`src/hdl/mips_pkg.sv`:
```
package mips_pkg;

    localparam int XLEN   = 32;
    localparam int REG_AW = 5;

    // ----------------------------------------
    // Opcodes and function fields
    // ----------------------------------------
    localparam logic [5:0] OP_RTYPE = 6'h00;
    localparam logic [5:0] OP_ADDI  = 6'h08;
    localparam logic [5:0] OP_LW    = 6'h23;
    localparam logic [5:0] OP_SW    = 6'h2b;
    localparam logic [5:0] OP_BEQ   = 6'h04;

    localparam logic [5:0] FN_ADD = 6'h20;
    localparam logic [5:0] FN_SUB = 6'h22;
    localparam logic [5:0] FN_AND = 6'h24;
    localparam logic [5:0] FN_OR  = 6'h25;
    localparam logic [5:0] FN_SLT = 6'h2a;

    // ----------------------------------------
    // Instruction word views
    // ----------------------------------------
    typedef struct packed {
        logic [5:0]        opcode;
        logic [REG_AW-1:0] rs;
        logic [REG_AW-1:0] rt;
        logic [REG_AW-1:0] rd;
        logic [4:0]        shamt;
        logic [5:0]        funct;
    } r_fmt_t;

    typedef struct packed {
        logic [5:0]        opcode;
        logic [REG_AW-1:0] rs;
        logic [REG_AW-1:0] rt;
        logic [15:0]       imm;
    } i_fmt_t;

    typedef union packed {
        r_fmt_t r;
        i_fmt_t i;
    } instr_u;

    typedef enum logic [2:0] {
        ALU_ADD,
        ALU_SUB,
        ALU_AND,
        ALU_OR,
        ALU_SLT
    } alu_op_e;

    typedef enum logic [1:0] {
        FWD_REG,
        FWD_EX_MEM,
        FWD_MEM_WB
    } fwd_sel_e;

    // ----------------------------------------
    // Control and stage registers
    // ----------------------------------------
    typedef struct packed {
        logic    reg_write;
        logic    mem_to_reg;
        logic    mem_read;
        logic    mem_write;
        logic    branch;
        logic    alu_src;
        alu_op_e alu_op;
    } ctrl_t;

    typedef struct packed {
        logic [XLEN-1:0] pc4;
        logic [XLEN-1:0] instr;
    } if_id_t;

    typedef struct packed {
        ctrl_t             ctrl;
        logic [XLEN-1:0]   pc4;
        logic [XLEN-1:0]   rs_data;
        logic [XLEN-1:0]   rt_data;
        logic [XLEN-1:0]   imm;
        logic [REG_AW-1:0] rs;
        logic [REG_AW-1:0] rt;
        logic [REG_AW-1:0] dest;
    } id_ex_t;

    typedef struct packed {
        ctrl_t             ctrl;
        logic [XLEN-1:0]   br_target;
        logic [XLEN-1:0]   alu_res;
        logic              zero;
        logic [XLEN-1:0]   st_data;
        logic [REG_AW-1:0] dest;
    } ex_mem_t;

    typedef struct packed {
        logic              reg_write;
        logic [REG_AW-1:0] dest;
        logic [XLEN-1:0]   data;
    } wb_t;

endpackage

```
`src/hdl/forward_unit.sv`:
```
`timescale 1ns/1ps

module forward_unit (
    input  mips_pkg::id_ex_t   i_id_ex,
    input  mips_pkg::ex_mem_t  i_ex_mem,
    input  mips_pkg::wb_t      i_mem_wb,
    output mips_pkg::fwd_sel_e o_fwd_a,
    output mips_pkg::fwd_sel_e o_fwd_b
);
    import mips_pkg::*;

    // Younger result in EX/MEM takes priority over MEM/WB
    function automatic fwd_sel_e pick(input logic [REG_AW-1:0] src);
        if (i_ex_mem.ctrl.reg_write && (i_ex_mem.dest != '0) && (i_ex_mem.dest == src)) begin
            return FWD_EX_MEM;
        end
        if (i_mem_wb.reg_write && (i_mem_wb.dest != '0) && (i_mem_wb.dest == src)) begin
            return FWD_MEM_WB;
        end
        return FWD_REG;
    endfunction

    assign o_fwd_a = pick(i_id_ex.rs);
    assign o_fwd_b = pick(i_id_ex.rt);

endmodule

```
`src/hdl/execute.sv`:
```
`timescale 1ns/1ps

module execute (
    input  logic              i_clk,
    input  logic              i_rst,
    input  mips_pkg::id_ex_t  i_id_ex,
    input  mips_pkg::wb_t     i_mem_wb,
    input  logic              i_branch_taken,
    output mips_pkg::ex_mem_t o_ex_mem
);
    import mips_pkg::*;

    fwd_sel_e        fwd_a;
    fwd_sel_e        fwd_b;
    logic [XLEN-1:0] op_a;
    logic [XLEN-1:0] op_b_reg;
    logic [XLEN-1:0] op_b;
    logic [XLEN-1:0] alu_res;
    logic [XLEN-1:0] br_target;

    forward_unit u_forward_unit (
        .i_id_ex  (i_id_ex),
        .i_ex_mem (o_ex_mem),
        .i_mem_wb (i_mem_wb),
        .o_fwd_a  (fwd_a),
        .o_fwd_b  (fwd_b)
    );

    // ----------------------------------------
    // Operand muxes
    // ----------------------------------------
    function automatic logic [XLEN-1:0] fwd_mux(input fwd_sel_e sel,
                                                input logic [XLEN-1:0] reg_val);
        case (sel)
            FWD_EX_MEM: return o_ex_mem.alu_res;
            FWD_MEM_WB: return i_mem_wb.data;
            default:    return reg_val;
        endcase
    endfunction

    assign op_a     = fwd_mux(fwd_a, i_id_ex.rs_data);
    assign op_b_reg = fwd_mux(fwd_b, i_id_ex.rt_data);
    assign op_b     = i_id_ex.ctrl.alu_src ? i_id_ex.imm : op_b_reg;

    always_comb begin
        case (i_id_ex.ctrl.alu_op)
            ALU_SUB: alu_res = op_a - op_b;
            ALU_AND: alu_res = op_a & op_b;
            ALU_OR:  alu_res = op_a | op_b;
            ALU_SLT: alu_res = XLEN'($signed(op_a) < $signed(op_b));
            default: alu_res = op_a + op_b;
        endcase
    end

    // Word offset relative to PC plus 4
    assign br_target = i_id_ex.pc4 + {i_id_ex.imm[XLEN-3:0], 2'b00};

    // ----------------------------------------
    // EX/MEM register
    // ----------------------------------------
    always_ff @(posedge i_clk) begin
        if (!i_rst || i_branch_taken) begin
            o_ex_mem <= '0;
        end else begin
            o_ex_mem.ctrl      <= i_id_ex.ctrl;
            o_ex_mem.br_target <= br_target;
            o_ex_mem.alu_res   <= alu_res;
            o_ex_mem.zero      <= (alu_res == '0);
            o_ex_mem.st_data   <= op_b_reg;
            o_ex_mem.dest      <= i_id_ex.dest;
        end
    end

endmodule

```
`config.mk`:
```
export PLATFORM = sky130hd
export DESIGN_NAME = execute
export DESIGN_NICKNAME = d
export VERILOG_FILES = /design/src/hdl/mips_pkg.sv /design/src/hdl/forward_unit.sv /design/src/hdl/execute.sv
export SDC_FILE = /design/constraint.sdc
export NUM_CORES = 1
export LEC_CHECK = 0
export BUFFER_PORTS_ARGS = -buffer_cell sky130_fd_sc_hd__buf_2
export CAP_MARGIN = 20
export CORE_UTILIZATION = 45
export CTS_BUF_LIST = sky130_fd_sc_hd__clkbuf_8
export CTS_CLUSTER_DIAMETER = 100
export DETAILED_ROUTE_END_ITERATION = 8
export GPL_ROUTABILITY_DRIVEN = 0
export PLACE_DENSITY = 0.78
export SLEW_MARGIN = 20
export SYNTH_ARGS = -nofsm -noshare
export SYNTH_HDL_FRONTEND = slang
export SYNTH_SLANG_ARGS = --single-unit
```
`constraint.sdc`:
```
create_clock -name i_clk -period 8.97 [get_ports i_clk]
set_clock_uncertainty 0.15 [all_clocks]
set_input_delay 1.794 -clock i_clk [delete_from_list [all_inputs] [get_ports i_clk]]
set_output_delay 1.794 -clock i_clk [all_outputs]
set_load 0.01 [all_outputs]
```
* Yosys cells after proc, flatten, opt, wreduce, memory -nomap -nowiden
Cells that the tools add are included.
Storage, ports and cells: input bits 193, bits in writable memories 0, bits in registers 111, output and inout port bits 111, ROM bits 0, memories kept 0, word-level logic and storage cells 59, bits in latches 0
Cells by class: bitwise gates (word level) 2, equality and inequality tests 12, muxes and demuxes 18, div/mod/pow operators 0, $lt $le $gt $ge 1, reduce and logical (&&, ||, !) cells 11, shift-type cells 0, $add $sub $neg 3, multipliers 0
Operator list (count):
- $pmux W32 S2 | 2
- $pmux W32 S4 | 1
- $add A32 B32 Y32 | 2
- $and A32 B32 Y32 | 1
- $logic_not A32 Y1 | 1
- $lt A32 B32 Y1 | 1
- $mux W32 | 1
- $or A32 B32 Y32 | 1
- $sub A32 B32 Y32 | 1
- $eq A5 B5 Y1 | 4
- $mux W2 | 8
- $reduce_bool A5 Y1 | 2
- $eq A3 B2 Y1 const B | 2
- $logic_and A1 B1 Y1 | 6
- $mux W1 | 6
- $eq A2 B1 Y1 const B | 2
- $eq A2 B2 Y1 const B | 2
- $eq A3 B1 Y1 const B | 1
- $eq A3 B3 Y1 const B | 1
- $logic_not A1 Y1 | 1
- $logic_or A1 B1 Y1 | 1

* Longest topological paths before layout
word-level depth 13, depth in mapped cells 22, gate-level depth less buffers 21

* Modules after synthesis
A second synthesis with hierarchy kept.
Second synthesis, totals: cell total of the unflattened synthesis 1616, area total of the unflattened synthesis 11538.6 µm²
By module, submodules not included:
- execute | instances 1, cells each 1582, seq. area each 2222.1 µm², area an instance 11268.3 µm²
- forward_unit | instances 1, cells each 34, seq. area each 0.0 µm², area an instance 270.3 µm²

* Least setup slack after synthesis
Ideal clock, no wire load.
path kind input to register, from input i_id_ex[9] in the netlist's numbering, to register o_ex_mem[37] in the netlist's numbering, data arrival time 6508 ps, buffers on the path 2, slack 2239 ps, library setup time 73 ps, stages on the path 20, required time 8747 ps, path through xnor2_1 -> nand3_1 -> nor4_1 -> clkbuf_1 -> mux2i_1 -> a21oi_1 -> mux2_2 -> ha_1 -> buf_4 -> nor2b_2 -> or4_4 -> o311ai_2 -> a21oi_1 -> a211o_1 -> a31oi_2 -> nor2_1 -> a211oi_2 -> o22ai_1 -> or4_1 -> nor3_2
Between the ends: cells in the longest elaborated chain, start to end 12, elaborated cells between the ends (all ways) 21, those cells by class add/sub: 2; order compare: 1; eq/ne: 4; mux: 9; bitwise: 2; reduce/logical: 3
Ends and longest elaborated chain:
- start, declared | RTL line execute.sv:6 | input mips_pkg::id_ex_t i_id_ex,
- $eq A5 B5 Y1 | RTL line forward_unit.sv:17 | if (i_mem_wb.reg_write && (i_mem_wb.dest != '0) && (i_mem_wb.dest == src)) begin
- $logic_and A1 B1 Y1 | RTL line forward_unit.sv:17
- $mux W1 (2 in series) | RTL line forward_unit.sv:17
- $mux W2 | RTL line forward_unit.sv:20 | return FWD_REG;
- $mux W2 (*) | RTL line forward_unit.sv:17
- $eq A2 B2 Y1 / $eq A2 B1 Y1 (equally long branches) | RTL line execute.sv:34 | case (sel)
- $pmux W32 S2 (*) | RTL line execute.sv:34
- $mux W32 (*) | RTL line execute.sv:43 | assign op_b = i_id_ex.ctrl.alu_src ? i_id_ex.imm : op_b_reg;
- $add A32 B32 Y32, or another cell as far along | RTL line execute.sv:51 | default: alu_res = op_a + op_b;
- $pmux W32 S4 (*) | RTL line execute.sv:46 | case (i_id_ex.ctrl.alu_op)
- $logic_not A32 Y1 (*) | RTL line execute.sv:68 | o_ex_mem.zero <= (alu_res == '0);
- end, declared | RTL line execute.sv:9 | output mips_pkg::ex_mem_t o_ex_mem
Every way passes the cells marked *; elsewhere a longest branch is shown, timed or not. The select of a mux whose other input is x is not followed. A chain may end at the register's enable or synchronous reset.

* Worst setup path after layout
from input i_mem_wb[32] in the netlist's numbering, to register o_ex_mem[37] in the netlist's numbering
Between the ends: cells in the longest elaborated chain, start to end 13, elaborated cells between the ends (all ways) 30, those cells by class add/sub: 2; order compare: 1; eq/ne: 6; mux: 14; bitwise: 2; reduce/logical: 5
Ends and longest elaborated chain:
- start, declared | RTL line execute.sv:7 | input mips_pkg::wb_t i_mem_wb,
- $reduce_bool A5 Y1 | RTL line forward_unit.sv:17
- $logic_and A1 B1 Y1 (2 in series) | RTL line forward_unit.sv:17
- $mux W1 (2 in series) | RTL line forward_unit.sv:17
- $mux W2 | RTL line forward_unit.sv:20
- $mux W2 | RTL line forward_unit.sv:17
- $eq A2 B2 Y1 / $eq A2 B1 Y1 (equally long branches) | RTL line execute.sv:34
- $pmux W32 S2 | RTL line execute.sv:34
- $mux W32 | RTL line execute.sv:43
- $add A32 B32 Y32, or another cell as far along | RTL line execute.sv:51
- $pmux W32 S4 (*) | RTL line execute.sv:46
- $logic_not A32 Y1 (*) | RTL line execute.sv:68
Marks and branches as above.

==> impl_metrics.tcl <==
set metrics [dict create \
    grt_usage_pct 30.3 \
    p_sw_share_pct 43.1 \
    min_period_ns 7.31 \
    start_kind "input port" \
    final_area_um2 13500 \
    routed_wl_um 41500 \
    clkSinkCount 111 \
    largest_registers "o_ex_mem (111)" \
    cts_tree "built" \
    ys_ff_latch 111 \
    p_comb_share_pct 49.1 \
    cp_top_family "simple AND/OR/NAND/NOR gates" \
    p_seq_share_pct 32.7 \
    p_total_mw 1.66 \
    post_synth.cell_area_avg_um2 7.50 \
    synthesis.area_um2 11600 \
    status "finished clean" \
    postCtsSetupRepairBufs 0 \
    nNetsFinal 2098 \
    synth_seq_area_share_pct 19.2 \
    dpl.hpwl_um 32500 \
    switchingPower_mw 0.716 \
    first_global_vias 12000 \
    cts-resized-gates 0 \
    hold_viol_final 0 \
    crit_arrival_ns 7.51 \
    critPathBufInv 3 \
    ir_drop_mv 0.0784 \
    min_period_over_period_pct 81.5 \
    drc 0 \
    synth_nets 1864 \
    worstPathMaxFanout 32 \
    required_ns 9.18 \
    critPathKind "input port to register" \
    largest_register "o_ex_mem" \
    drtPass1Iterations 6 \
    tightest_slew_ns 1.02 \
    p_int_mw 0.947 \
    die_y_um 162 \
    power.density_nw_per_um2 124 \
    n_antenna_cell 0 \
    num_vias 12800 \
    fp.dieArea_um2 26400 \
    cts_inserted_buffers 9 \
    start_util_pct 46.0 \
    max_freq_mhz 137 \
    wl_per_cell_um 19.7 \
    ctsHoldBuffers 0 \
    crit_chain "buf_2 -> or4_1 -> o21ai_0 -> nor4_2 -> buf_4 -> mux2i_1 -> a21oi_1 -> mux2_2 -> ha_1 -> inv_1 -> or3_1 -> a211oi_1 -> o21ai_1 -> a221o_1 -> o31ai_1 -> a21boi_0 -> nor4bb_1 -> nand4_1 -> nor3_2" \
    ys_types 92 \
    end_kind "register" \
    fp.coreArea_um2 25200 \
    ys_warn_count 0 \
    drv_cap 0 \
    port_buffers 303 \
    hp-class "register to register" \
    grt_pass1_wl_um 63200 \
    antenna_found_initial 0 \
    drtAntennaViolNets 0 \
    htree_levels 3 \
    p_leak_nw 6.33 \
    setup_viol 0 \
    cts_buffer_depth 2 \
    num_io_pins 304 \
    drt_iter0_drc 1515 \
    largest_reg_flops 111 \
    clkTransAtPathRegs_ns 0.13 \
    grt_max_degree 65 \
    area_growth_pct 16.2 \
    netlist_instances 1543 \
    slew-limit-headroom_pct 31.9 \
    fin_setup_tns_ns 0 \
    synth-edff-count 0 \
    worst_path_max_delay_cell "or4_1" \
    critPathMaxStageDelay_ns 0.56 \
    root_buffer "clkbuf_8" \
    layout-drive-gt1-share_pct 22.3 \
    maxSlewViolCount 0 \
    insertion_delay_ns 0.41 \
    synth_flop_cell "dfxtp_1" \
    overflow 0 \
    placed_cell_area_um2 13300 \
    routed_via_density 6.05 \
    fp-row-count 58 \
    die_x_um 162 \
    postSynth.asyncResetShare_pct 0 \
    pwr-share-clk_pct 18.3 \
    rsz0062_at_grt "false" \
]
[cells by family (layout without fill, tap and decap cells)]
kind of cell	count (synthesis)	after routing	share of synthesized area (%)
AO/OA/AOI/OAI	458	458	26.1
AND/OR/NAND/NOR	506	506	21.7
XOR/XNOR	46	46	3.48
adder cells (fa/ha/maj)	128	128	14.0
buffers and inverters	193	432	6.42
multiplexers	101	101	9.05
flip-flops	111	111	19.2
[metal layers]
layer	vias to the layer above	track usage, %	wire (um)
met1	5921	38.9	16800
met3	142	5.09	4170
li1	5963	-	-
met2	760	49.9	18900
met5	-	0	0
met4	0	12.6	1650
[worst register-to-register path: cells and delay by family (launching register included)]
family,cells,cell delay (ns)
AOI/OAI and AO/OA,7,1.75
adders and majority gates,1,0.48
buffers and inverters,1,0.19
DFF,1,0.49
muxes,1,0.32
and+or+nand+nor,8,3.00
[final cells by class]
type,instances,area [um^2]
Clock buffer,9,124
Clock inverter,7,53.8
Fill cell,2341,11700
Inverter,102,383
Multi-Input combinational cell,1239,8660
Sequential cell,111,2220
Tap cell,330,413
Timing Repair Buffer,314,1600
[cells in the final DEF, fill, tap and decap left out, drive strengths merged, types with 18 or more instances in the layout]
cell	instances
nor2	152
o22ai	19
nand3	24
a211oi	25
nand2b	32
mux2	30
dfxtp	111
nor3	36
a21o	29
o211ai	18
xor2	18
xnor2	28
inv	107
mux2i	71
and2	66
nand2	109
o21ai	103
ha	125
buf	314
a21oi	128
[metrics by stage]
step | cells | hold slack (ns) | setup WS (ns) | util, %
floorplan | 1543 | 0.498 | 2.24 | -
global placement | 2096 | 0.485 | 1.49 | 52.7
detailed placement | 2096 | 0.484 | 1.45 | 52.7
CTS | 2112 | 0.502 | 1.85 | 53.4
global route | 2112 | 0.534 | 1.41 | 53.4
finish | 2112 | 0.508 | 1.66 | 53.4
[Yosys cell counts (all sizes together), types with 6 or more instances]
| cell type | n | share of area, % |
|---|---|---|
| dfxtp | 111 | 19 |
| nor3 | 36 | 1.6 |
| o22ai | 19 | 1.1 |
| nor2 | 152 | 4.9 |
| and2 | 66 | 3.6 |
| a221o | 8 | 0.69 |
| a211oi | 25 | 1.7 |
| a211o | 8 | 0.61 |
| nand4 | 13 | 0.70 |
| buf | 21 | 0.84 |
| clkbuf | 70 | 2.3 |
| or3 | 13 | 0.70 |
| ha | 125 | 14 |
| o21ai | 103 | 4.5 |
| o211ai | 18 | 1.2 |
| nand2b | 32 | 1.7 |
| and3 | 8 | 0.43 |
| xor2 | 18 | 1.4 |
| nor2b | 11 | 0.62 |
| nor4 | 15 | 0.86 |
| a21o | 29 | 1.9 |
| a21oi | 128 | 5.6 |
| mux2i | 71 | 6.1 |
| o21a | 16 | 1.0 |
| a31oi | 10 | 0.59 |
| nand3 | 24 | 1.0 |
| o21bai | 11 | 0.71 |
| nor3b | 6 | 0.39 |
| xnor2 | 28 | 2.1 |
| mux2 | 30 | 2.9 |
| inv | 102 | 3.3 |
| nand2 | 109 | 3.5 |
| o31ai | 12 | 0.78 |
| o221ai | 6 | 0.45 |
[power groups by stage]
stage          Combinational (mW)  Sequential (mW)  Clock [mW]
6_report                    0.815            0.543       0.304
5_1_grt                     0.879            0.546       0.324
4_1_cts                     0.790            0.543       0.306
3_5_place_dp                0.786            0.554           0
3_3_place_gp                0.769            0.554           0
2_1_floorplan               0.531            0.567           0
[path summary, 6_finish.rpt]
path,start,end,slack (ns),cells past startpoint
max reg2reg,o_ex_mem[1],o_ex_mem[37],2.55,18
max,i_mem_wb[32],o_ex_mem[37],1.66,19
min,o_ex_mem[48],o_ex_mem[15],0.51,3
min reg2reg,o_ex_mem[48],o_ex_mem[15],0.51,3
(Power assumes the default switching activity.)
